[config.mk]
export PLATFORM = sky130hd
export DESIGN_NAME = rgb_to_ycrcb
export DESIGN_NICKNAME = d
export VERILOG_FILES = /design/src/common/camera_pkg.sv /design/src/pixel/rgb_to_ycrcb.sv
export SDC_FILE = /design/constraint.sdc
export NUM_CORES = 1
export LEC_CHECK = 0
export BUFFER_PORTS_ARGS = -buffer_cell sky130_fd_sc_hd__buf_2
export CORE_UTILIZATION = 30
export DETAILED_ROUTE_END_ITERATION = 10
export PLACE_DENSITY = 0.52
export SLEW_MARGIN = 15
export SYNTH_ARGS = -nofsm -noshare
export SYNTH_HDL_FRONTEND = slang
export SYNTH_SLANG_ARGS = --single-unit
[constraint.sdc]
create_clock -name clk_camera -period 5.6 [get_ports clk_camera]
set_clock_uncertainty 0.2 [all_clocks]
set_input_delay 1.12 -clock clk_camera [delete_from_list [all_inputs] [get_ports clk_camera]]
set_output_delay 1.12 -clock clk_camera [all_outputs]
set_load 0.02 [all_outputs]
[src/common/camera_pkg.sv]
package camera_pkg;

    // stored camera pixel, rgb565 with red in the top bits
    typedef logic [15:0] pixel565_t;

    // one 8-bit colour, luma or chroma channel
    typedef logic [7:0] chan_t;

    // full-resolution camera coordinates
    typedef logic [10:0] hcount_t;
    typedef logic [9:0] vcount_t;

    // linear frame-buffer address, covers 320x180
    typedef logic [16:0] fb_addr_t;

    // luma weights
    localparam logic signed [8:0] Y_R = 9'sd66;
    localparam logic signed [8:0] Y_G = 9'sd129;
    localparam logic signed [8:0] Y_B = 9'sd25;

    // red-difference chroma weights
    localparam logic signed [8:0] CR_R = 9'sd112;
    localparam logic signed [8:0] CR_G = -9'sd94;
    localparam logic signed [8:0] CR_B = -9'sd18;

    // blue-difference chroma weights
    localparam logic signed [8:0] CB_R = -9'sd38;
    localparam logic signed [8:0] CB_G = -9'sd74;
    localparam logic signed [8:0] CB_B = 9'sd112;

    // offsets added after the rounding shift
    localparam int Y_OFS = 16;
    localparam int C_OFS = 128;

endpackage

[src/pixel/rgb_to_ycrcb.sv]
module rgb_to_ycrcb (
    input  logic              clk_camera,
    input  logic              sys_rst_camera,
    input  logic              rgb_valid,
    input  camera_pkg::chan_t red,
    input  camera_pkg::chan_t green,
    input  camera_pkg::chan_t blue,
    output logic              out_valid,
    output camera_pkg::chan_t red_out,
    output camera_pkg::chan_t green_out,
    output camera_pkg::chan_t blue_out,
    output camera_pkg::chan_t y,
    output camera_pkg::chan_t cr,
    output camera_pkg::chan_t cb
);

    // rows are y, cr, cb; columns are r, g, b
    localparam logic signed [8:0] COEF [3][3] = '{
        '{camera_pkg::Y_R, camera_pkg::Y_G, camera_pkg::Y_B},
        '{camera_pkg::CR_R, camera_pkg::CR_G, camera_pkg::CR_B},
        '{camera_pkg::CB_R, camera_pkg::CB_G, camera_pkg::CB_B}
    };
    localparam int OFS [3] = '{camera_pkg::Y_OFS, camera_pkg::C_OFS, camera_pkg::C_OFS};

    logic signed [8:0] chan_in [3];
    logic signed [17:0] prod [3][3];
    logic signed [19:0] sum [3];
    logic [2:0] valid_sr;
    camera_pkg::chan_t rgb_sr [3][3];

    // clamp to the 0..255 range
    function automatic camera_pkg::chan_t sat8(input logic signed [19:0] v);
        if (v < 0) begin
            return 8'd0;
        end else if (v > 255) begin
            return 8'd255;
        end
        return v[7:0];
    endfunction

    // zero-extended so the channels multiply as positive values
    assign chan_in[0] = $signed({1'b0, red});
    assign chan_in[1] = $signed({1'b0, green});
    assign chan_in[2] = $signed({1'b0, blue});

    always_ff @(posedge clk_camera) begin
        // stage 1, nine products
        for (int i = 0; i < 3; i++) begin
            for (int j = 0; j < 3; j++) begin
                prod[i][j] <= chan_in[j] * COEF[i][j];
            end
        end
        // stage 2, weighted sum with rounding
        for (int i = 0; i < 3; i++) begin
            sum[i] <= (prod[i][0] + prod[i][1] + prod[i][2] + 20'sd128) >>> 8;
        end
        // stage 3, offset and saturate
        y <= sat8(20'(sum[0] + OFS[0]));
        cr <= sat8(20'(sum[1] + OFS[1]));
        cb <= sat8(20'(sum[2] + OFS[2]));
        // rgb rides along beside the math
        rgb_sr[0] <= '{red, green, blue};
        rgb_sr[1] <= rgb_sr[0];
        rgb_sr[2] <= rgb_sr[1];
    end

    assign red_out = rgb_sr[2][0];
    assign green_out = rgb_sr[2][1];
    assign blue_out = rgb_sr[2][2];

    always_ff @(posedge clk_camera) begin
        if (sys_rst_camera) begin
            valid_sr <= '0;
        end else begin
            valid_sr <= {valid_sr[1:0], rgb_valid};
        end
    end

    assign out_valid = valid_sr[2];

endmodule

---- Word-level counts from Yosys, hierarchy flattened ----
Memories as Yosys holds them, arrays and structs flattened.
Cells that the tools add are included.
storage, ports and cells
  logic and storage cells ................. 49
  flip-flop bits (word level) ............. 27
  memories kept ........................... 3
  memory bits (writable) .................. 291
  output and inout port bits .............. 49
  bits in latches ......................... 0
  memory bits (read-only) ................. 0
memory list
  memory  words  bits a word  read ports  clocked after memory_dff  wr ports  line                source
  prod    3      53           3           0                         3         rgb_to_ycrcb.sv:26  logic signed [17:0] prod [3][3];
  rgb_sr  3      24           3           0                         3         rgb_to_ycrcb.sv:29  camera_pkg::chan_t rgb_sr [3][3];
  sum     3      20           3           0                         3         rgb_to_ycrcb.sv:27  logic signed [19:0] sum [3];
operators by class
  multiplexer cells ....................... 15
  $lt $le $gt $ge ......................... 6
  bitwise operators ....................... 0
  divide/modulo/power cells ............... 0
  equal/unequal tests ..................... 0
  $add $sub $neg .......................... 12
  shift-type cells ........................ 0
  multiply operators ...................... 9
  reduce and logical (&&, ||, !) cells .... 0
operators with widths
  operator                 count
  $add A20 B9 Y20 const B  5
  $mux W8                  9
  $add A19 B18 Y20         3
  $gt A20 B9 Y1 const B    3
  $lt A20 B1 Y1 const B    3
  $add A18 B18 Y19         3
  $mul A9 B7 Y16 const B   2
  $mul A8 B3 Y11 const B   2
  $add A20 B6 Y20 const B  1
  $mul A8 B8 Y16 const B   1
  $mul A9 B6 Y15 const B   1
  $mul A8 B6 Y14 const B   1
  $mul A9 B5 Y14 const B   1
  $mul A8 B5 Y13 const B   1
  $mux W1                  6

---- Depth between registers and ports, before layout ----
An unclocked memory read counts as a cell.
  depth in word-level cells ............... 6
  mapped depth ............................ 18

---- Worst setup path after synthesis ----
Ideal clock, no wire load.
  path kind ............................... input port to flip-flop
  start point ............................. in green[4]
  end point ............................... mem prod[2][35] (netlist bit)
  slack ................................... 0.843 ns
  data arrival time ....................... 4.485 ns
  data required time ...................... 5.328 ns
  stages .................................. 15
  cell sequence ........................... inv_1 > ha_1 > inv_1 > fa_1 > fa_1 > inv_1 > fa_1 > inv_1 > ha_1 > nor2b_1 > o21a_1 > a21oi_1 > o21ai_1 > o41ai_1 > xnor2_1
RTL lines
  item                line                source
  start: declaration  rgb_to_ycrcb.sv:6   input camera_pkg::chan_t green,
  end: declaration    rgb_to_ycrcb.sv:26

==> impl_metrics.tcl <==
set metrics [dict create \
    largest_family_of_logic_cells_by_synthesized_area "adder cells" \
    synth-simple-area-share_pct 4.294 \
    die_area_um2 46700 \
    drtAntennaViolNets 0 \
    comb_power_share_pct 54.1 \
    place.port_buffers 75 \
    post-route-period-util_pct 85.53 \
    hold_path_end "rgb_sr[0][47]" \
    tritoncts.num_buffers 26 \
    clock_path_buffers 3 \
    number_of_flip_flops_and_latches_in_the_synthesized_netlist 233 \
    ff2ff_setup_slack_ns 1.83 \
    grt_pass1_vias 8603 \
    post-cts-setup-buffer-count 0 \
    critPathMaxFanout 7 \
    switching_power_mw 3.609 \
    final_period_minus_worst_setup_slack_ns 4.790 \
    fin_area_um2 15550 \
    global_route.usage.total_pct 12.43 \
    hold_viol_final 0 \
    internal_power_mw 5.451 \
    synth-adder-area-share_pct 41.47 \
    final_max_slew_viols 0 \
    fin_cells 1930 \
    mux_cell_area_share_after_synthesis_pct 0 \
    clock_latency_ns 0.55 \
    postLayoutCoreUtil_pct 34.35 \
    min-delay-path-class "flop to flop" \
    crit_path_max_incr_delay_ns 0.52 \
    most-common-layout-cells "sky130_fd_sc_hd__ha_1, sky130_fd_sc_hd__dfxtp_1, sky130_fd_sc_hd__inv_1" \
    worst_reg_to_reg_cells 11 \
    final_layout_size_suffix_gt1_share_pct 9.699 \
    wirelength_mm 28.07 \
    ctsResizeCount 0 \
    data_arrival_time_of_the_critical_path_ns 5.08 \
    seq_area_frac_synth_pct 33.92 \
    fp.coreArea_um2 45280 \
    relSlewSlack_pct 65.06 \
    critical_path.cell_chain "buf_2 > inv_1 > ha_1 > inv_1 > ha_1 > inv_1 > fa_1 > inv_1 > fa_1 > ha_1 > a21o_1 > a21oi_1 > nor2b_1 > o21a_1 > a21oi_1 > o21ai_1 > o41ai_1 > xnor2_1" \
    netlist-cell-type-count 42 \
    min_delay_path_depth 0 \
    num_io_pins 76 \
    synthesis.instances 1231 \
    critical_path_class "input port to flop" \
    grt_start_max_net_pins 14 \
    routed-via-count 8206 \
    power.density_cell_area_nw_per_um2 582.4 \
    synth_compound_gate_area_share_pct 8.298 \
    critical_path.slowest_cell "sky130_fd_sc_hd__fa_1" \
    critPathCaptureType "flop" \
    cap_violations 0 \
    violation_count_after_the_first_detailed_route_iteration 255 \
    post_layout_total_power_mw 9.060 \
    wl_per_instance_um 14.54 \
    grt_pass1_wl_mm 45.31 \
    switching_share_pct 39.84 \
    static-leakage-power_nw 7.822 \
    max_freq_mhz 208.8 \
    worstPathRequired_ns 5.89 \
    grt_setup_unrepaired "false" \
    timing.critical_path.mode_cell "sky130_fd_sc_hd__inv_1" \
    cts.hold.buffers_added 0 \
    drc 0 \
    firstDrtPassIters 4 \
    power.clock.fraction_pct 17.9 \
    antenna_found_initial 1 \
    synthesis.yosys.warnings 0 \
    die_x_um 216.1 \
    setup_ws_ns 0.8104 \
    setup_viol_count_final 0 \
    vias_per_cell 4.252 \
    min-delay-start "rgb_sr[0][23]" \
    seq_power_share_pct 28.0 \
    run_status "completed" \
    sort_of_element_at_the_start_of_the_critical_path "input port" \
    worst_slew_pin_slew_ns 0.5222 \
    synth_nets 1655 \
    tritoncts "yes" \
    vdd_drop_max_mv 0.4277 \
    diodes 0 \
    cts_root_buf "sky130_fd_sc_hd__clkbuf_16" \
    placed_standard_cell_area_um2 14740 \
    final_common_cell "sky130_fd_sc_hd__ha_1" \
    dpl_worst_slack_ns 0.2821 \
    cts_max_level 1 \
    register_clock_pin_slew_on_the_reported_worst_setup_and_hold_paths_ns 0.06 \
    synthesis.area_um2 13750 \
    place_congestion 0.8260 \
    syn_avg_cell_area_um2 11.17 \
    nets 1739 \
    std_cell_rows 78 \
    clkSinkCount 233 \
    start_util_pct 30.37 \
    area_growth_pct 13.11 \
    fin_setup_tns_ns 0 \
    final.hold.worst_slack_ns 0.1135 \
    grt_overflow_total 0 \
    critical_path.reg2reg.endpoint "sum[0][9]" \
    critical_path.reg2reg.startpoint "rgb_sr[0][14]" \
    dpl.hpwl_mm 23.60 \
    crit_path_start "green[2]" \
    post-place-cells 1887 \
    synth_xor_xnor_area_share_pct 5.605 \
    die-height_um 216.1 \
]
power groups by stage:
stage | clock [mW] | sequential, mW | combinational [mW]
5_1_grt | 1.75 | 2.60 | 5.70
2_1_floorplan | 0 | 2.58 | 3.74
3_3_place_gp | 0 | 2.59 | 4.92
3_5_place_dp | 0 | 2.58 | 4.94
4_1_cts | 1.69 | 2.56 | 5.00
6_report | 1.62 | 2.54 | 4.90
worst max-delay path by stage:
stage / end / slack [ns] / cells after the start
2_1_floorplan: prod[2][35] / 0.84 / 15
3_3_place_gp: prod[2][35] / 0.38 / 18
3_5_place_dp: prod[2][35] / 0.28 / 18
4_1_cts: prod[2][35] / 0.88 / 18
5_1_grt: prod[2][35] / 0.64 / 18
6_report: prod[2][35] / 0.81 / 18
worst max-delay path, delay by kind of cell:
kind | cells | cell delay, ns
simple gates | 1 | 0.08
compound gates | 6 | 1.33
buf+inv | 5 | 0.44
fa+ha+maj | 5 | 1.94
xor+xnor | 1 | 0.16
per-layer routing:
layer,track usage [%],share of wire [%],vias to the layer above
li1,-,-,4216
met1,18.27,51,3874
met2,19.17,43,84
met3,1.740,4.0,32
met4,2.746,1.7,0
met5,0,0,-
sequential cells by signal, indices dropped and copies added (netlist names):
signal and flops:
valid_sr 3, sum 34, y 8, cb 8
cr 8, prod 100, rgb_sr 72
cell usage after synthesis (all sizes together):
library cell  number  share of area (%)
and2               4               0.20
o2111ai            1              0.064
a21oi             64                2.4
o21a               6               0.33
nor2              43                1.2
a311o              1              0.082
or2                1              0.046
a211oi             3               0.20
nor3               6               0.22
nand2             23               0.63
a211o              2               0.13
and2b              1              0.064
a311oi             2               0.13
o21ai             33                1.2
a2111oi            1              0.064
nand4              3               0.14
a31oi              4               0.23
o211ai             1              0.055
and3               7               0.32
o41ai              1              0.064
a41oi              5               0.32
inv              187                5.1
o21bai            13               0.71
a22o               1              0.064
xnor2             64                4.1
dfxtp            233                 34
nand2b             8               0.36
or3                4               0.18
ha               299                 27
nand3              9               0.33
a21boi             3               0.16
nor2b             14               0.64
fa                98                 14
xor2              24                1.5
buf               24                1.3
a21o              36                2.0
o31a               2               0.13
final cells by class:
cell class / count / area, um^2
multi-input combinational: 787 / 8205
clock buffer: 33 / 716.9
fill: 4551 / 29730
clock inverter: 10 / 102.6
sequential: 233 / 4664
timing repair buffer: 80 / 412.9
inverter: 187 / 701.9
tap: 600 / 750.7
kinds of logic after synthesis:
kind of cell,after synthesis
buffers and inverters,211
flip-flops,233
adder cells (fa/ha/maj),397
AO/OA/AOI/OAI,179
AND/OR/NAND/NOR,123
XOR/XNOR,88
Note: power is estimated with default switching activity, not from simulation.
