### config.mk
export PLATFORM = sky130hd
export DESIGN_NAME = pixel_reconstruct
export DESIGN_NICKNAME = d
export VERILOG_FILES = /design/src/common/camera_pkg.sv /design/src/pixel/pixel_reconstruct.sv
export SDC_FILE = /design/constraint.sdc
export NUM_CORES = 1
export LEC_CHECK = 0
export BUFFER_PORTS_ARGS = -buffer_cell sky130_fd_sc_hd__buf_2
export CORE_ASPECT_RATIO = 0.75
export CORE_MARGIN = 2
export CORE_UTILIZATION = 58
export DETAILED_ROUTE_END_ITERATION = 10
export PLACE_DENSITY_LB_ADDON = 0.12
export SKIP_LAST_GASP = 1
export SYNTH_ARGS = -nofsm -noshare
export SYNTH_HDL_FRONTEND = slang
export SYNTH_SLANG_ARGS = --single-unit
### constraint.sdc
create_clock -name clk_camera -period 2.6 [get_ports clk_camera]
set_input_delay 0.52 -clock clk_camera [delete_from_list [all_inputs] [get_ports clk_camera]]
set_output_delay 0.52 -clock clk_camera [all_outputs]
set_load 0.05 [all_outputs]
### src/common/camera_pkg.sv
package camera_pkg;

    // stored camera pixel, rgb565 with red in the top bits
    typedef logic [15:0] pixel565_t;

    // one 8-bit colour, luma or chroma channel
    typedef logic [7:0] chan_t;

    // full-resolution camera coordinates
    typedef logic [10:0] hcount_t;
    typedef logic [9:0] vcount_t;

    // linear frame-buffer address, covers 320x180
    typedef logic [16:0] fb_addr_t;

    // luma weights
    localparam logic signed [8:0] Y_R = 9'sd66;
    localparam logic signed [8:0] Y_G = 9'sd129;
    localparam logic signed [8:0] Y_B = 9'sd25;

    // red-difference chroma weights
    localparam logic signed [8:0] CR_R = 9'sd112;
    localparam logic signed [8:0] CR_G = -9'sd94;
    localparam logic signed [8:0] CR_B = -9'sd18;

    // blue-difference chroma weights
    localparam logic signed [8:0] CB_R = -9'sd38;
    localparam logic signed [8:0] CB_G = -9'sd74;
    localparam logic signed [8:0] CB_B = 9'sd112;

    // offsets added after the rounding shift
    localparam int Y_OFS = 16;
    localparam int C_OFS = 128;

endpackage

### src/pixel/pixel_reconstruct.sv
module pixel_reconstruct (
    input  logic                clk_camera,
    input  logic                sys_rst_camera,
    input  logic [7:0]          camera_d,
    input  logic                cam_pclk,
    input  logic                cam_hsync,
    input  logic                cam_vsync,
    output logic                px_valid,
    output camera_pkg::pixel565_t px_data,
    output camera_pkg::hcount_t px_hcount,
    output camera_pkg::vcount_t px_vcount,
    output logic                frame_start
);

    // two sync flops per line, a third one for edge detection
    logic [2:0] pclk_sr;
    logic [2:0] hs_sr;
    logic [2:0] vs_sr;
    logic [7:0] d_s0;
    logic [7:0] d_s1;

    logic pclk_rise;
    logic hs;
    logic hs_fall;
    logic vs;
    logic vs_fall;

    // byte phase, 0 waits for the high byte
    logic phase;
    logic [7:0] hi_byte;
    camera_pkg::hcount_t hcount;
    camera_pkg::vcount_t vcount;

    // data lines line up with pclk_sr[1]
    assign pclk_rise = pclk_sr[1] & ~pclk_sr[2];
    assign hs = hs_sr[1];
    assign hs_fall = hs_sr[2] & ~hs_sr[1];
    assign vs = vs_sr[1];
    assign vs_fall = vs_sr[2] & ~vs_sr[1];

    always_ff @(posedge clk_camera) begin
        d_s0 <= camera_d;
        d_s1 <= d_s0;
    end

    always_ff @(posedge clk_camera) begin
        if (sys_rst_camera) begin
            pclk_sr <= '0;
            hs_sr <= '0;
            vs_sr <= '0;
            px_valid <= 1'b0;
            frame_start <= 1'b0;
            phase <= 1'b0;
            hcount <= '0;
            vcount <= '0;
        end else begin
            pclk_sr <= {pclk_sr[1:0], cam_pclk};
            hs_sr <= {hs_sr[1:0], cam_hsync};
            vs_sr <= {vs_sr[1:0], cam_vsync};
            px_valid <= 1'b0;
            frame_start <= vs_fall;
            // column restarts whenever hsync is low
            if (!hs) begin
                phase <= 1'b0;
                hcount <= '0;
            end else if (pclk_rise) begin
                phase <= ~phase;
                if (phase) begin
                    px_valid <= 1'b1;
                    hcount <= hcount + 1'b1;
                end
            end
            // row advances at the end of each line
            if (!vs) begin
                vcount <= '0;
            end else if (hs_fall) begin
                vcount <= vcount + 1'b1;
            end
        end
    end

    // pixel payload, first byte is the high half
    always_ff @(posedge clk_camera) begin
        if (hs && pclk_rise) begin
            if (!phase) begin
                hi_byte <= d_s1;
            end else begin
                px_data <= {hi_byte, d_s1};
                px_hcount <= hcount;
                px_vcount <= vcount;
            end
        end
    end

endmodule

==> Word-level counts from Yosys, hierarchy flattened <==
Cells that the tools add are included.
{ "op_classes": {"n_reduce_logical": 7, "bitwise": 8, "n_mux": 1, "addsub": 2} }
{ "op_table": {"columns": ["operator", "n"], "rows": [
  ["adder 11 x 1 -> 11 bit, second input constant", 1],
  ["adder 10 x 1 -> 10 bit, second input constant", 1],
  ["AND reduction 2 bit", 3],
  ["inverter 1 bit", 5],
  ["OR reduction 2 bit", 2],
  ["AND 1 bit", 3],
  ["OR reduction 3 bit", 1],
  ["logical AND 1 bit", 1],
  ["2-to-1 mux 1 bit", 1]
]} }
{ "word_totals": {"wordCells": 32, "out_inout_bits": 39, "in_bits": 13, "register_bits": 94} }

==> Depth between registers and ports, before layout <==
Gate-level depths: netlist of the first run.
{ "depth": {"word_depth": 4, "ltp_mapped": 5, "depth_no_buf": 4} }

==> Least setup slack after synthesis of the first run <==
Ideal clock, no wire load.
{ "synth_path": {"kind": "register -> register", "startpoint": "register pclk_sr[1]", "endpoint": "register px_data[0], enable pin", "path_buffers": 0, "setup_slack_ps": 1019, "stages_incl_launch_ff": 3, "required_ps": 2223, "setup_time_ps": 377, "arrival_time_ps": 1205, "path_cell_list": "dfxtp_1 > nor2b_1 > and3_2"} }
{ "synth_via": {"elab_chain_cells": 3} }
{ "synth_rtl": {"columns": ["element", "line", "source"], "rows": [
  ["from (decl)", "pixel_reconstruct.sv:16", "logic [2:0] pclk_sr;"],
  ["from (signal assigned)", "pixel_reconstruct.sv:57", "pclk_sr <= {pclk_sr[1:0], cam_pclk};"],
  ["AND 1 bit", "pixel_reconstruct.sv:35", "assign pclk_rise = pclk_sr[1] & ~pclk_sr[2];"],
  ["logical AND 1 bit", "pixel_reconstruct.sv:84", "if (hs && pclk_rise) begin"],
  ["AND reduction 2 bit (no line)", null, null],
  ["to (signal assigned)", "pixel_reconstruct.sv:88", "px_data <= {hi_byte, d_s1};"],
  ["to (decl)", "pixel_reconstruct.sv:9", "output camera_pkg::pixel565_t px_data,"]
]} }
No other way between the ends.
A chain may end at the register's enable or synchronous reset.

==> Worst setup path in the final report of the first run <==
{ "layout_path": {"startpoint": "register pclk_sr[1]", "endpoint": "register px_vcount[2], enable pin"} }
{ "layout_via": {"elab_chain_cells": 3} }
{ "layout_rtl": {"columns": ["element", "line", "source"], "rows": [
  ["AND 1 bit", "pixel_reconstruct.sv:35", null],
  ["logical AND 1 bit", "pixel_reconstruct.sv:84", null],
  ["AND reduction 2 bit (no line)", null, null],
  ["to (signal assigned)", "pixel_reconstruct.sv:90", "px_vcount <= vcount;"],
  ["to (decl)", "pixel_reconstruct.sv:11", "output camera_pkg::vcount_t px_vcount,"]
]} }
No other way between the ends.

==> run metrics, run 1 <==
area leader, netlist edfxtp_1; I/O Buffers 51; Post-Place Cells 312; Area growth syn-to-layout 17.3%; worst-case hold slack 268 ps; Tot Pwr 2.52 mW; largest cells by area after synthesis edfxtp_1, dfxtp_1, nor2b_1, a21oi_1, o31ai_1; top-area cell type share of the netlist area 44.9%; number of synthesized flops with an enable pin 45; Core Rows 22; portion of netlist area occupied by mux cells 1.66%; wire per inst 13.5 µm; routability congestion estimate from global placement 0.816; CTS tree yes; final setup fails 0; Post-CTS Hold Buffers 0; main combinational cell family by area after synthesis simple AND/OR/NAND/NOR gates; register area 0.00233 mm²; vias in the first global route 1615; sequential fraction of the synthesis area 77.4%; Die W 87.2 µm; CP Launch Point pclk_sr[1]$_SDFF_PP0_; synth cell count leaders dfxtp_1, edfxtp_1, a21oi_1, nand2_1, nor2b_1; worst vdd ir 0.000430 V; PwrDens 712 mW/mm²; Worst EP arrival 1900 ps; post-synth net total 217; fraction of registers with async set/reset 0%; Vias/cell 5.18; DRT Pass-1 Iters 4; max-slew violation count 0; pin count of the biggest net entering global routing 25; setup TNS 0 ps; compound-cell area share of the yosys netlist 5.11%; Critical Path Stages 3; die extent in y 66.4 µm; Buffers & Inverters on Critical Path 1; Final ANT Viol Nets 0; MaxCap Viol Count 0; Starting DRT DRC Count 82; post-CTS sizing 0; most common cell in the netlist dfxtp_1; crit-path cells nor2b_1, and3_2, buf_4; crit path kind reg2reg; via count 1699; I/O Pins 52; drt drc 0; Post-Synth Simple-Gate Area 12.1%; fraction of layout cells with a size suffix above 1 26.9%; slowest CP cell and3_2; clk_lat worst skew 350 ps; Main synth FF type dfxtp_1; Distinct cells, synth 34; Worst path top cell family by delay simple AND/OR/NAND/NOR gates; Max-slew headroom 63.3%; clock root buffer clkbuf_8; clock slew seen by the registers of the worst setup and hold paths 90 ps; Synth Area in Adders 0.831%; Worst Setup EP px_vcount[2]$_DFFE_PP_; fin area 0.00353 mm²; area post-placement 0.00334 mm²; GR Overflow Total 0; R2R cell count 3; Ant. Diodes 0; CTS H-tree lvls 3; Mapped Area 0.00301 mm²; cts bufs inserted 9; final period utilization 70.8%; fillers 355; core footprint 0.00495 mm²; Post-Layout Cell Count 328; P_leak 1.21 nW; startpoint types flop; GRT Util Overall 17.6%; FF-to-FF End px_vcount[2]$_DFFE_PP_; Min-Delay Path Class in2reg; RSZ-0062 raised after global routing false; register bit total from synthesis 94; Hold Vio Cnt, Final 0; Largest stage delay, worst path 600 ps; worst r2r src pclk_sr[1]$_SDFF_PP0_; fmax 544 MHz; CP Max Fanout 24; placed wire-length estimate 3.02 mm; Setup crit end kind flop; crit path time final 1840 ps; Multi-input gate area 629 µm²; Post CTS Setup Buffer Count 0; Critical Path RT 2660 ps; Syn Inst Count 202; Syn Area/Cell 14.9 µm²; Least-Margin Pin Slew 551 ps; synth warn 0; global-route wire length before repair 7.45 mm; die area 0.00579 mm²; antenna violations before repair 0; Initial Util 60.8%; Final nets 278; R2R setup slack 760 ps; Clock Sinks 94; Worst Clk Skew 14.1 ps; Max Root-Sink Buffers 2; Post-Route WL 4.44 mm; XOR/XNOR Fraction of Synth Area 1.16%; status finished, final reports clean
-- routing by layer --
layer / up-vias / GRT usage, % / share of wire (%)
met3: 7 / 6.87 / 4.5
li1: 866 / - / -
met2: 41 / 24.4 / 44
met5: - / 0 / 0
met4: 0 / 7.50 / 0.86
met1: 785 / 24.7 / 50
-- how the worst min path moves through the flow --
| stage | slack, ps | end | cells after the start | startpoint |
|---|---|---|---|---|
| 6_report | 270 | d_s0[5]$_DFF_P_ | 1 | camera_d[5] |
| 5_1_grt | 240 | d_s0[5]$_DFF_P_ | 1 | camera_d[5] |
| 4_1_cts | 240 | d_s0[5]$_DFF_P_ | 1 | camera_d[5] |
| 3_5_place_dp | 310 | d_s1[3]$_DFF_P_ | 0 | d_s0[3]$_DFF_P_ |
| 3_3_place_gp | 310 | d_s1[3]$_DFF_P_ | 0 | d_s0[3]$_DFF_P_ |
| 2_1_floorplan | 310 | d_s1[0]$_DFF_P_ | 0 | d_s0[0]$_DFF_P_ |
-- through the flow --
step | worst slack (ps) | utilization [%]
floorplan | 1020 | -
global placement | 827 | 67.3
detailed placement | 763 | 67.3
CTS | 746 | 71.3
global route | 604 | 71.3
finish | 760 | 71.3
-- area by class of cell --
| cell class | count | area share (%) |
|---|---|---|
| tap | 60 | 2.12 |
| inverter | 8 | 0.850 |
| multi-input combinational | 97 | 17.8 |
| timing repair buffer | 53 | 7.65 |
| clock buffer | 10 | 3.61 |
| clock inverter | 6 | 1.98 |
| sequential | 94 | 66.0 |
-- placed cells by master, fill, tap and decap left out, types with 2 or more instances in the layout --
cell,instances
dfxtp_1,49
clkinvlp_4,3
o31ai_1,7
ha_1,2
xnor2_1,3
nand4_1,2
nand2b_1,7
mux2i_1,5
a21oi_1,11
buf_2,51
nand2_1,11
nor2b_1,9
or3_1,3
nor2_1,6
o21ai_0,3
or4_1,7
inv_1,7
nand3_1,3
buf_4,2
edfxtp_1,45
nand3b_1,2
clkbuf_8,9
nor4_1,4
-- kinds of logic (layout without fill, tap and decap cells) --
family          count (synthesis)  count (layout)
xor+xnor                        4               4
buf+inv                        11              77
flops                          94              94
simple gates                   61              61
compound gates                 25              25
mux                             5               5
fa+ha+maj                       2               2
-- report_power, final --
part	internal, mW	switching [mW]	leakage, nW
registers	1.56	0.00809	0.777
clock network	0.449	0.476	0.0891
logic	0.0126	0.0126	0.345
-- worst register-to-register path: cells and delay by family, from the launching register on --
| kind | cells | cell delay (ps) |
|---|---|---|
| simple gates | 2 | 880 |
| buf+inv | 1 | 290 |
| flops | 1 | 380 |
-- flip-flops by register name, indices dropped and copies added (netlist names), 8 cells and up --
name / cells
px_data: 16
hcount: 11
px_hcount: 11
px_vcount: 10
vcount: 10
d_s0: 8
d_s1: 8
hi_byte: 8
No activity file was read; power rests on OpenSTA's default activity.
==> inputs of run 2 (changes only) <==
--- a/config.mk
+++ b/config.mk
@@ -8,7 +8,7 @@
 export BUFFER_PORTS_ARGS = -buffer_cell sky130_fd_sc_hd__buf_2
 export CORE_ASPECT_RATIO = 0.75
 export CORE_MARGIN = 2
-export CORE_UTILIZATION = 58
+export CORE_UTILIZATION = 54
 export DETAILED_ROUTE_END_ITERATION = 10
 export PLACE_DENSITY_LB_ADDON = 0.12
 export SKIP_LAST_GASP = 1
==> constraint.sdc (replaced) <==
create_clock -name clk_camera -period 1.8 [get_ports clk_camera]
set_input_delay 0.36 -clock clk_camera [delete_from_list [all_inputs] [get_ports clk_camera]]
set_output_delay 0.36 -clock clk_camera [all_outputs]
set_load 0.05 [all_outputs]
==> run metrics, run 2 (synthesis gave the netlist of run 1 again) <==
status finished, final reports clean; clk_lat worst skew 360 ps; GR Overflow Total 0; R2R cell count 3; fraction of layout cells with a size suffix above 1 27.4%; final setup fails 0; Max Root-Sink Buffers 2; crit-path cells nor2b_1, and3_2, buf_4; Largest Register px_data; register area 0.00233 mm²; FF-to-FF End px_vcount[7]$_DFFE_PP_; I/O Pins 52; worst r2r src pclk_sr[1]$_SDFF_PP0_; drt drc 0; crit path kind reg2reg; crit path time final 1550 ps; Worst Hold Depth 1; Setup crit end kind flop; I/O Buffers 51; Largest stage delay, worst path 380 ps; final worst setup slack 245 ps; R2R setup slack 250 ps; commonest non-fill, non-tap cell in the layout buf_2; vias in the first global route 1517; Logic pwr share 1.1%; Core Rows 23; Switching Fraction 21.5%; die area 0.00620 mm²; placed wire-length estimate 3.07 mm; startpoint types flop; max-slew violation count 0; P_sw 767 µW; Hold EP d_s0[5]$_DFF_P_; core footprint 0.00535 mm²; fmax 643 MHz; pre-CTS setup slack 271 ps; Worst EP arrival 1620 ps; Post-CTS Hold Buffers 0; Cell Int Power 2.80 mW; via count 1742; routability congestion estimate from global placement 0.759; MaxCap Viol Count 0; slowest CP cell dfxtp_1; fillers 432; clock slew seen by the registers of the worst setup and hold paths 90 ps; Die W 90.3 µm; Final ANT Viol Nets 0; Flop pwr share 63.5%; Area growth syn-to-layout 18.3%; clock root buffer clkbuf_8; Starting DRT DRC Count 112; global-route wire length before repair 7.26 mm; CTS H-tree lvls 3; Ant. Diodes 0; wire per inst 13.3 µm; pin count of the biggest net entering global routing 25; DRT Pass-1 Iters 4; Multi-input gate area 629 µm²; GRT Util Overall 15.9%; CP Max Fanout 8; Hold Vio Cnt, Final 0; final period utilization 86.4%; most frequent cells in the layout buf_2, dfxtp_1, edfxtp_1, nand2_1, a21oi_1; post-CTS sizing 0; Clock Sinks 94; Max-slew headroom 77.2%; RSZ-0062 raised after global routing false; max reg flops 16; Worst Clk Skew 9.45 ps; Post-Route WL 4.59 mm; Post CTS Setup Buffer Count 0; setup TNS 0 ps; Largest regs px_data (16), hcount (11), px_hcount (11); Vias/cell 5.05; die extent in y 68.7 µm; clock share of power 35.4%; Critical Path RT 1870 ps; worst hold start camera_d[5]; Initial Util 56.3%; CTS tree yes; antenna violations before repair 0; cts bufs inserted 9; worst vdd ir 0.000637 V; Final nets 280; Min-Delay Path Class in2reg; Least-Margin Pin Slew 338 ps; P_leak 1.22 nW; PwrDens 1000 mW/mm²
[run 2: cell types whose count changed in the layout (fill, tap and decap cells not counted)]
cell | previous run | this run
clkinvlp_4 | 3 | 1
buf_12 | 0 | 1
bufinv_16 | 1 | 0
buf_4 | 2 | 3
inv_6 | 1 | 2
inv_8 | 0 | 1
clkinv_4 | 1 | 2
[run 2: how the worst max path moves through the flow]
stage | from | to | depth (start not counted)
CTS | pclk_sr[1]$_SDFF_PP0_ | px_vcount[7]$_DFFE_PP_ | 3
floorplan | pclk_sr[1]$_SDFF_PP0_ | px_data[0]$_DFFE_PP_ | 2
detailed placement | pclk_sr[1]$_SDFF_PP0_ | px_vcount[6]$_DFFE_PP_ | 3
global placement | pclk_sr[1]$_SDFF_PP0_ | px_data[11]$_DFFE_PP_ | 3
global route | phase$_SDFFE_PP0P_ | hcount[10]$_SDFFE_PP0P_ | 3
finish | pclk_sr[1]$_SDFF_PP0_ | px_vcount[7]$_DFFE_PP_ | 3
[run 2: area by class of cell]
cell class,instances,share of cell area [%]
tap,75,2.63
clock inverter,6,1.51
sequential,94,65.4
clock buffer,10,3.58
inverter,8,0.842
timing repair buffer,55,8.35
multi-input combinational,97,17.7
[run 2: worst max-delay path, delay by kind of cell, from the launching register on]
family	cells	cell delay, ps
AND/OR/NAND/NOR	2	660
flip-flops	1	380
buffers and inverters	1	220
[run 2: layer usage]
metal / vias up / routed length, µm / GRT usage, %
li1: 875 / - / -
met1: 815 / 2350 / 20.8
met2: 47 / 1920 / 23.3
met3: 5 / 263 / 7.83
met4: 0 / 51 / 5.19
met5: - / 0 / 0
[run 2: power by group through the flow]
stage          registers (mW)  clock network (mW)  logic (mW)
2_1_floorplan            2.31                   0      0.0170
3_3_place_gp             2.31                   0      0.0379
3_5_place_dp             2.31                   0      0.0386
4_1_cts                  2.26                1.30      0.0388
5_1_grt                  2.27                1.38      0.0428
6_report                 2.26                1.26      0.0381
[run 2: stage by stage]
stage	utilization (%)	total power [mW]	instance area [µm²]	std cells	hold slack, ps
4_1_cts	66.6	3.60	3560	345	84.5
3_3_place_gp	63.2	2.35	3380	329	310
3_5_place_dp	63.2	2.35	3380	329	312
6_report	66.6	3.56	3560	345	99.9
2_1_floorplan	-	2.33	3010	202	310
5_1_grt	66.6	3.69	3560	345	74.2
