===== config.mk =====
export PLATFORM = sky130hd
export DESIGN_NAME = fb_read_scheduler
export DESIGN_NICKNAME = d
export VERILOG_FILES = /design/src/common/camera_pkg.sv /design/src/frame_buffer/fb_read_scheduler.sv
export SDC_FILE = /design/constraint.sdc
export NUM_CORES = 1
export LEC_CHECK = 0
export BUFFER_PORTS_ARGS = -buffer_cell sky130_fd_sc_hd__buf_2
export CORE_MARGIN = 2
export CORE_UTILIZATION = 46
export CTS_CLUSTER_SIZE = 10
export DETAILED_ROUTE_END_ITERATION = 12
export PLACE_DENSITY_LB_ADDON = 0.3
export SLEW_MARGIN = 10
export SYNTH_ARGS = -nofsm -noshare
export SYNTH_HDL_FRONTEND = slang
export SYNTH_SLANG_ARGS = --single-unit

===== constraint.sdc =====
create_clock -name clk_camera -period 1.9 [get_ports clk_camera]
set_input_delay 0.285 -clock clk_camera [delete_from_list [all_inputs] [get_ports clk_camera]]
set_output_delay 0.285 -clock clk_camera [all_outputs]
set_load 0.05 [all_outputs]

===== src/common/camera_pkg.sv =====
package camera_pkg;

    // stored camera pixel, rgb565 with red in the top bits
    typedef logic [15:0] pixel565_t;

    // one 8-bit colour, luma or chroma channel
    typedef logic [7:0] chan_t;

    // full-resolution camera coordinates
    typedef logic [10:0] hcount_t;
    typedef logic [9:0] vcount_t;

    // linear frame-buffer address, covers 320x180
    typedef logic [16:0] fb_addr_t;

    // luma weights
    localparam logic signed [8:0] Y_R = 9'sd66;
    localparam logic signed [8:0] Y_G = 9'sd129;
    localparam logic signed [8:0] Y_B = 9'sd25;

    // red-difference chroma weights
    localparam logic signed [8:0] CR_R = 9'sd112;
    localparam logic signed [8:0] CR_G = -9'sd94;
    localparam logic signed [8:0] CR_B = -9'sd18;

    // blue-difference chroma weights
    localparam logic signed [8:0] CB_R = -9'sd38;
    localparam logic signed [8:0] CB_G = -9'sd74;
    localparam logic signed [8:0] CB_B = 9'sd112;

    // offsets added after the rounding shift
    localparam int Y_OFS = 16;
    localparam int C_OFS = 128;

endpackage


===== src/frame_buffer/fb_read_scheduler.sv =====
module fb_read_scheduler #(
    parameter int FB_W        = 320,
    parameter int FB_H        = 180,
    parameter int BANKS       = 4,
    parameter int REQ_DEPTH   = 4,
    parameter int OUT_CREDITS = 4,
    localparam int BANK_DEPTH = (FB_W * FB_H + BANKS - 1) / BANKS,
    localparam int AW = $clog2(BANK_DEPTH)
) (
    input  logic                  clk_camera,
    input  logic                  sys_rst_camera,
    input  logic                  rd_req_valid,
    input  camera_pkg::fb_addr_t  rd_req_addr,
    input  logic                  out_credit,
    input  camera_pkg::pixel565_t rd_data [BANKS],
    output logic                  rd_req_credit,
    output logic [AW-1:0]         rd_addr,
    output logic                  rgb_valid,
    output camera_pkg::chan_t     red,
    output camera_pkg::chan_t     green,
    output camera_pkg::chan_t     blue
);

    localparam int QPW = (REQ_DEPTH > 1) ? $clog2(REQ_DEPTH) : 1;
    localparam int CW  = $clog2(REQ_DEPTH + 1);
    localparam int OCW = $clog2(OUT_CREDITS + 1);
    localparam int BW  = (BANKS > 1) ? $clog2(BANKS) : 1;

    // request queue, no full check since the requester holds credits
    camera_pkg::fb_addr_t queue [REQ_DEPTH];
    logic [QPW-1:0] wr_ptr;
    logic [QPW-1:0] rd_ptr;
    logic [CW-1:0] q_count;
    logic [OCW-1:0] credits;

    camera_pkg::fb_addr_t head;
    camera_pkg::pixel565_t sel;
    logic deq;
    logic s1_valid;
    logic s1_in_frame;
    logic [BW-1:0] s1_bank;

    assign head = queue[rd_ptr];
    // one dequeue per cycle while an output credit is held
    assign deq = (q_count != '0) && (credits != '0);
    // every bank sees the same local address
    assign rd_addr = AW'(head / BANKS);

    always_ff @(posedge clk_camera) begin
        if (rd_req_valid) begin
            queue[wr_ptr] <= rd_req_addr;
        end
    end

    always_ff @(posedge clk_camera) begin
        if (sys_rst_camera) begin
            wr_ptr <= '0;
            rd_ptr <= '0;
            q_count <= '0;
            credits <= OCW'(OUT_CREDITS);
            rd_req_credit <= 1'b0;
            s1_valid <= 1'b0;
            rgb_valid <= 1'b0;
        end else begin
            if (rd_req_valid) begin
                wr_ptr <= (wr_ptr == QPW'(REQ_DEPTH - 1)) ? '0 : wr_ptr + 1'b1;
            end
            if (deq) begin
                rd_ptr <= (rd_ptr == QPW'(REQ_DEPTH - 1)) ? '0 : rd_ptr + 1'b1;
            end
            q_count <= q_count + CW'(rd_req_valid) - CW'(deq);
            credits <= credits + OCW'(out_credit) - OCW'(deq);
            // freed queue slot goes back to the requester
            rd_req_credit <= deq;
            s1_valid <= deq;
            rgb_valid <= s1_valid;
        end
    end

    // bank select and range flag follow the ram read by one cycle
    always_ff @(posedge clk_camera) begin
        s1_bank <= BW'(head % BANKS);
        s1_in_frame <= head < FB_W * FB_H;
    end

    assign sel = rd_data[s1_bank];

    // 565 to 888, zero fill in the low bits
    always_ff @(posedge clk_camera) begin
        if (s1_in_frame) begin
            red <= {sel[15:11], 3'b000};
            green <= {sel[10:5], 2'b00};
            blue <= {sel[4:0], 3'b000};
        end else begin
            red <= '0;
            green <= '0;
            blue <= '0;
        end
    end

endmodule


# Yosys cells after proc, flatten, opt, wreduce, memory -nomap -nowiden
# Memories as Yosys holds them, arrays and structs flattened. A register that Yosys moved wholly into a read port is not among the register bits.
# Cells that the tools add are included.
dict set report classes {
  muxes 9
  bitwise_logic 1
  magnitude_cmp 2
  add_sub_neg 6
  reduce_logical 3
  n_eq_ne 2
}
# cell count
set ops {}
lappend ops {{binary-select mux 16 bit (select 2 bit)} 1}
lappend ops {{2-to-1 mux 16 bit} 2}
lappend ops {{< comparator 17 x 16 -> 1 bit, second input constant} 1}
lappend ops {{2-to-1 mux 2 bit} 4}
lappend ops {{adder 3 x 1 -> 3 bit} 2}
lappend ops {{nonzero test 3 bit} 2}
lappend ops {{subtractor 3 x 1 -> 3 bit} 2}
lappend ops {{adder 2 x 1 -> 2 bit, second input constant} 2}
lappend ops {{equality test 2 bit, second input constant} 2}
lappend ops {{greater-or-equal comparator 3 bit, second input constant} 1}
lappend ops {{NOT 2 -> 3 bit} 1}
lappend ops {{2-to-1 mux 1 bit} 2}
lappend ops {{logical AND 1 bit} 1}
dict set report totals {
  memories 1
  mem_bits_rw 68
  input_bits 85
  regBits 39
}
# name depth width read_ports rd_clocked_by_memory_dff wr line_no
set memory_table {}
lappend memory_table {queue 4 17 1 1 1 fb_read_scheduler.sv:30} ;# camera_pkg::fb_addr_t queue [REQ_DEPTH];

# Logic depth before layout (Yosys ltp)
# Gate-level depths: netlist of run 1.
dict set report depth {
  ltp_word 4
  depth_mapped 9
  depth_no_buf 9
}

# Worst setup path before layout of run 1
# Ideal clock, no wire load.
dict set report synth_timing {
  kind {reg-to-reg}
  from {reg q_count[1]}
  to {reg q_count[2]}
  path_stages_with_launch 10
  required_ns 1.822
  setup_time_ns 0.078
  period_less_slack_ns 1.977
  arrival_time_ns 1.899
  setup_slack_ns -0.077
  cell_sequence {dfxtp_1 nor3_1 or2_2 o21ai_0 ha_1 inv_1 fa_1 xor2_1 and2_1 nor3_1}
}
dict set report synth_via {
  elab_chain_cells 3
  word_cells_on_any_way 4
}
# item line_no
set synth_rtl {}
lappend synth_rtl {{start, declared} fb_read_scheduler.sv:33} ;# logic [CW-1:0] q_count;
lappend synth_rtl {{start signal, assigned} fb_read_scheduler.sv:71} ;# q_count <= q_count + CW'(rd_req_valid) - CW'(deq);
lappend synth_rtl {{branches (longest 2 deep; another with adder 3 x 1 -> 3 bit)} n/a}
lappend synth_rtl {{subtractor 3 x 1 -> 3 bit *} fb_read_scheduler.sv:71}
# Every way passes the cells marked *.
# A chain may end at the register's enable or synchronous reset.

==> flow_metrics.tcl, run 1 <==
set metrics [dict create \
    fin_skew_ns 0.0117 \
    vias_per_cell 5.04 \
    finalHoldViolations 0 \
    pwr-share-comb_pct 49.4 \
    cts.sinks 101 \
    layout-drive-gt1-share_pct 55.0 \
    pwr-share-seq_pct 34.7 \
    cp_slowest_cell "mux4_2" \
    clock_power_share_pct 15.9 \
    grt_pass1_vias 2398 \
    path_cells "buf_12 > mux4_2 > buf_6" \
    critPathMaxFanout 9 \
    synthDistinctLibCells 31 \
    critPathArrivalTime_ns 1.61 \
    cap_violations 0 \
    synthFlopType "edfxtp_1" \
    core_area_um2 8810 \
    syn2layout_area_growth_pct 24.3 \
    first_pass_iters 4 \
    timing.hold.ws_ns 0.133 \
    grt_pass1_wl_um 11900 \
    cts_root_buf "clkbuf_8" \
    fmax_mhz 527 \
    wl_um 7810 \
    grt_max_degree 18 \
    cts_tree "yes" \
    synth.cell_area_um2 4220 \
    end_kind "output port" \
    cpPeakStageDelay_ns 0.54 \
    synth_edf_count 68 \
    ys_top_cells_by_area "edfxtp_1, dfxtp_1, mux4_2" \
    globalplace.congestion 0.702 \
    antenna_found_initial 1 \
    status "complete, no violations" \
    yosysMostFrequentCell "edfxtp_1" \
    p_per_area_nw_per_um2 1620 \
    worst_slack_ns 0.00165 \
    async_flop_share_pct 0 \
    rsz0062_at_grt "true" \
    worstSkewPairLatency_ns 0.36 \
    ys_seq_elements 101 \
    ant_nets 0 \
    cp.required_ns 1.62 \
    hpwl_um 5270 \
    chipHeight_um 99.7 \
    drc 0 \
    num_vias 2403 \
    p_int_uw 5170 \
    design_area_um2 5240 \
    critical_path_class "reg -> out" \
    wl_per_cell_um 16.4 \
    overflow 0 \
    worst_pin_slew_ns 0.920 \
    drt-initial-drc-count 57 \
    p_leak_uw 0.00209 \
    avgSynthCellArea_um2 17.6 \
    grtUsageTotal_pct 15.8 \
    timing.final.crit_period_ns 1.90 \
    min-delay-path-class "in -> reg" \
    power_switching_uw 3320 \
    synth-seq-area-share_pct 64.1 \
    synth_common_cells "edfxtp_1, dfxtp_1, mux4_2" \
    fin_crit_sh_pct 99.9 \
    num_antenna_cells 0 \
    dieArea_um2 9950 \
    fin_nets 458 \
    synth_top_area_share_pct 48.4 \
    cp_num_buf_inv 2 \
    io_pins 125 \
    finalSetupViolCount 0 \
    syn_inst 239 \
    chipWidth_um 99.7 \
    dpl_worst_slack_ns -0.00495 \
    initial_utilization_pct 47.9 \
    hold_buffers 0 \
    slew_headroom_pct 38.7 \
    yosys.area.top_type "edfxtp_1" \
    drv_slew 0 \
    crit_family "multiplexers" \
    portBuffers 116 \
    start_kind "flip-flop" \
    cts.htree.levels 3 \
    yosys_warnings 0 \
    switching_share_pct 39.1 \
    irDropWorstVdd_v 0.000739 \
    cts_inserted_buffers 9 \
    dpl_cell_area_um2 4830 \
    num_rows 34 \
    max-clock-path-buffers 2 \
    cts.clk_slew.worst_paths_ns 0.10 \
]
## cells by family (layout without fill, tap and decap cells)
family	count (synthesis)	count (layout)	synth area share [%]
other	1	8	0.0890
and+or+nand+nor	44	44	5.94
AOI/OAI and AO/OA	10	10	1.28
muxes	35	35	18.9
xor gates and xnor gates	3	3	0.623
DFF	101	101	64.1
adders and majority gates	9	9	3.03
buffers and inverters	36	159	6.03
## routing by layer
layer	track usage (%)	vias to the layer above	wire, um
li1	-	1130	-
met1	19.1	1170	3220
met2	27.0	95	3910
met3	4.29	8	596
met4	6.32	0	89
met5	0	-	0
## layout make-up
class,instances,area [um^2]
Fill cell,672,3570
Sequential cell,101,2710
Multi-Input combinational cell,109,1300
Timing Repair Buffer,139,877
Tap cell,108,135
Clock buffer,10,128
Clock inverter,6,70.1
Inverter,4,15.0
## power by group through the flow
stage | Clock (uW) | Sequential (uW) | Combinational, uW
3_3_place_gp | 0 | 2940 | 3610
6_report | 1350 | 2940 | 4190
5_1_grt | 1490 | 2990 | 4450
2_1_floorplan | 0 | 3600 | 2440
4_1_cts | 1390 | 2930 | 4110
3_5_place_dp | 0 | 2950 | 3640
## path summary, 6_finish.rpt
check,startpoint,end,slack [ns],cells past startpoint
worst max-delay path,flip-flop,rd_addr[11],0.002,3
worst min-delay path,rd_req_addr[10],queue[0][10]$_DFFE_PP_,0.13,1
worst max register to register,q_count[2]$_SDFF_PP0_,q_count[2]$_SDFF_PP0_,0.04,9
worst min register to register,s1_valid$_SDFF_PP0_,rgb_valid$_SDFF_PP0_,0.47,1
## repair_timing
item / 4_1_cts / 5_1_grt
resized for setup: 41 / 12
endpoints found under the setup margin: 16 / 17
pin swaps: 1 / 3
setup buffers: 8 / 1
gates cloned: 1 / 0
hold endpoints to repair: 0 / 0
## flip-flops by register name (all words and copies together) (netlist names), named ones only
| name | cells |
|---|---|
| s1_valid | 1 |
| blue | 5 |
| s1_in_frame | 1 |
| queue | 68 |
| rd_ptr | 2 |
| red | 5 |
| rgb_valid | 1 |
| green | 6 |
| s1_bank | 2 |
| credits | 3 |
| q_count | 3 |
| wr_ptr | 2 |
## cells in the final DEF, fill, tap and decap left out, types with 2 or more instances in the layout
| cell | instances |
|---|---|
| nor3_2 | 3 |
| clkinv_4 | 2 |
| o21ai_2 | 2 |
| buf_2 | 102 |
| clkbuf_8 | 9 |
| nand2_1 | 2 |
| dfxtp_1 | 27 |
| nor2_1 | 9 |
| a21oi_1 | 4 |
| inv_1 | 4 |
| buf_4 | 21 |
| buf_6 | 13 |
| edfxtp_1 | 68 |
| inv_6 | 2 |
| ha_1 | 6 |
| conb_1 | 8 |
| and2_1 | 21 |
| mux4_2 | 32 |
| nor2b_1 | 3 |
| fa_2 | 2 |
| dfxtp_2 | 5 |
| mux2i_1 | 2 |
| o21ai_0 | 2 |
## metrics by stage
step	total power (uW)	util (%)	cells	setup TNS, ns
floorplan	6040	-	246	0
global placement	6540	54.9	451	0
detailed placement	6590	54.9	451	-0.00495
CTS	8430	58.9	476	-0.104
global route	8940	59.5	477	-0.545
finish	8480	59.5	477	0
Note: power is estimated with default switching activity, not from simulation.
==> inputs of run 2 (changes only) <==
--- a/config.mk
+++ b/config.mk
@@ -10,7 +10,9 @@
 export CORE_UTILIZATION = 46
 export CTS_CLUSTER_SIZE = 10
 export DETAILED_ROUTE_END_ITERATION = 12
+export GPL_TIMING_DRIVEN = 0
 export PLACE_DENSITY_LB_ADDON = 0.3
+export SETUP_SLACK_MARGIN = 0.05
 export SLEW_MARGIN = 10
 export SYNTH_ARGS = -nofsm -noshare
 export SYNTH_HDL_FRONTEND = slang
==> run 2 against run 1 <==
Net effect:
- the run now ends with negative setup slack left
- sequential power hardly changed
- maximum frequency fell by 3.4%
- core utilization is 2.1 points higher
- die area stayed put
- first-iteration DRC count up 140%
- global-route usage up 0.91 points
- hold slack better by 0.0023 ns
==> flow_metrics.tcl, run 2 (synthesis gave the netlist of run 1 again) <==
set metrics [dict create \
    fmax_mhz 509 \
    syn2layout_area_growth_pct 28.7 \
    worst_pin_slew_ns 0.931 \
    r2r_start "credits[2]$_SDFF_PP1_" \
    p_per_area_nw_per_um2 1630 \
    pwr-share-seq_pct 33.0 \
    timing.hold.ws_ns 0.135 \
    num_antenna_cells 0 \
    top_regs "queue x68, green x6" \
    switching_share_pct 37.9 \
    irDropWorstVdd_v 0.00102 \
    critPathMaxFanout 7 \
    chipHeight_um 99.7 \
    portBuffers 116 \
    final.fill_count 698 \
    drc 0 \
    clock_power_share_pct 15.2 \
    fin_nets 473 \
    wl_um 7990 \
    cts_root_buf "clkbuf_8" \
    fin_crit_sh_pct 103 \
    hpwl_um 5610 \
    start_kind "flip-flop" \
    core_area_um2 8810 \
    hold_path.startpoint "sys_rst_camera" \
    cts_inserted_buffers 9 \
    ant_nets 0 \
    wl_per_cell_um 16.2 \
    grt_pass1_vias 2623 \
    grtUsageTotal_pct 16.7 \
    p_total_uw 8840 \
    cap_violations 0 \
    drv_slew 0 \
    num_vias 2438 \
    worst_slack_ns -0.0660 \
    timing.final.crit_period_ns 1.97 \
    cts.sinks 101 \
    utilization_pct 61.6 \
    r2r_end "q_count[2]$_SDFF_PP0_" \
    hold_end "credits[0]$_SDFF_PP0_" \
    largest_reg_flops 68 \
    cts_tree "yes" \
    status "complete, but fails checks" \
    first_pass_iters 4 \
    final_common_cell "buf_2" \
    rsz0062_at_grt "true" \
    fin_skew_ns 0.0121 \
    grt_max_degree 18 \
    design_area_um2 5430 \
    cts.clk_slew.worst_paths_ns 0.09 \
    num_rows 34 \
    finalHoldViolations 0 \
    worstSkewPairLatency_ns 0.35 \
    critical_path_class "reg -> out" \
    chipWidth_um 99.7 \
    final_cell_mix "buf_2, edfxtp_1, mux4_2" \
    reg2reg_depth 9 \
    io_pins 125 \
    drt-initial-drc-count 139 \
    min-delay-path-class "in -> reg" \
    dpl_cell_area_um2 4970 \
    end_kind "output port" \
    overflow 0 \
    grt_pass1_wl_um 12600 \
    cts.htree.levels 3 \
    max-clock-path-buffers 2 \
    finalSetupViolCount 10 \
    pwr-share-comb_pct 51.8 \
    ff2ff_setup_slack_ns 0.05 \
    p_int_uw 5490 \
    initial_utilization_pct 47.9 \
    vias_per_cell 4.96 \
    cp.required_ns 1.62 \
    slew_headroom_pct 38.0 \
    globalplace.congestion 0.746 \
    critPathArrivalTime_ns 1.68 \
    violations "negative setup slack" \
    dieArea_um2 9950 \
    power_switching_uw 3350 \
    antenna_found_initial 0 \
    top_register "queue" \
    p_leak_uw 0.00218 \
    layout-drive-gt1-share_pct 57.0 \
    hold_path_depth 2 \
]
==> run 2: changes by cell type in the layout (fill, tap and decap cells not counted), sizes merged <==
cell    delta
bufinv     -1
buf       +13
clkinv     -2
inv        -1
clkbuf     +6
==> run 2: area by class of cell <==
cell class | count | area [um^2] | area share [%]
plain buffers | 18 | 144 | 2.65
clock buffers | 14 | 195 | 3.60
clock inverters | 2 | 11.3 | 0.208
inverters | 4 | 15.0 | 0.277
multi-input cells | 109 | 1310 | 24.2
flip-flops and latches | 101 | 2720 | 50.1
well taps | 108 | 135 | 2.49
repair buffers | 136 | 895 | 16.5
==> run 2: timing repair <==
| item | 4_1_cts | 5_1_grt |
|---|---|---|
| cloned | 1 | 0 |
| pin swaps | 5 | 3 |
| hold buffers | 0 | 0 |
| setup buffers | 18 | 1 |
| endpoints found under the setup margin | 18 | 16 |
| resized for setup | 74 | 3 |
==> run 2: worst max-delay path by stage <==
stage / cells past startpoint / start / to / slack (ns)
global placement: 9 / credits[1]$_SDFF_PP0_ / q_count[2]$_SDFF_PP0_ / -0.11
finish: 4 / flip-flop / rd_addr[12] / -0.07
CTS: 4 / flip-flop / rd_addr[12] / -0.1
floorplan: 9 / credits[1]$_SDFF_PP0_ / q_count[2]$_SDFF_PP0_ / 0.05
detailed placement: 9 / credits[1]$_SDFF_PP0_ / q_count[2]$_SDFF_PP0_ / -0.18
global route: 4 / flip-flop / rd_addr[12] / -0.14
==> run 2: metal layers <==
| layer | vias to the layer above | wire [um] | share of wire [%] | track usage (%) |
|---|---|---|---|---|
| met5 | - | 0 | 0 | 0 |
| met4 | 0 | 60 | 0.75 | 4.43 |
| met3 | 5 | 695 | 8.7 | 5.62 |
| met2 | 109 | 4120 | 52 | 29.8 |
| met1 | 1175 | 3110 | 39 | 19.3 |
| li1 | 1149 | - | - | - |
==> run 2: worst max-delay path, cell delays in order (launching register included) <==
cell	delay, ns
dfxtp_2	0.34
buf_8	0.14
buf_12	0.13
mux4_2	0.55
buf_8	0.18
==> run 2: metrics by stage <==
stage	cells	setup WS [ns]	setup TNS, ns
3_3_place_gp	470	-0.107	-0.174
6_report	492	-0.0660	-0.385
5_1_grt	492	-0.140	-1.50
2_1_floorplan	246	0.0530	0
4_1_cts	491	-0.0993	-0.781
3_5_place_dp	470	-0.183	-0.464
==> run 2: power groups by stage <==
stage	Combinational [uW]	Clock [uW]	Sequential, uW
CTS	4570	1390	2920
finish	4580	1340	2920
detailed placement	3900	0	2950
global placement	3840	0	2930
global route	4890	1480	2960
floorplan	2440	0	3600
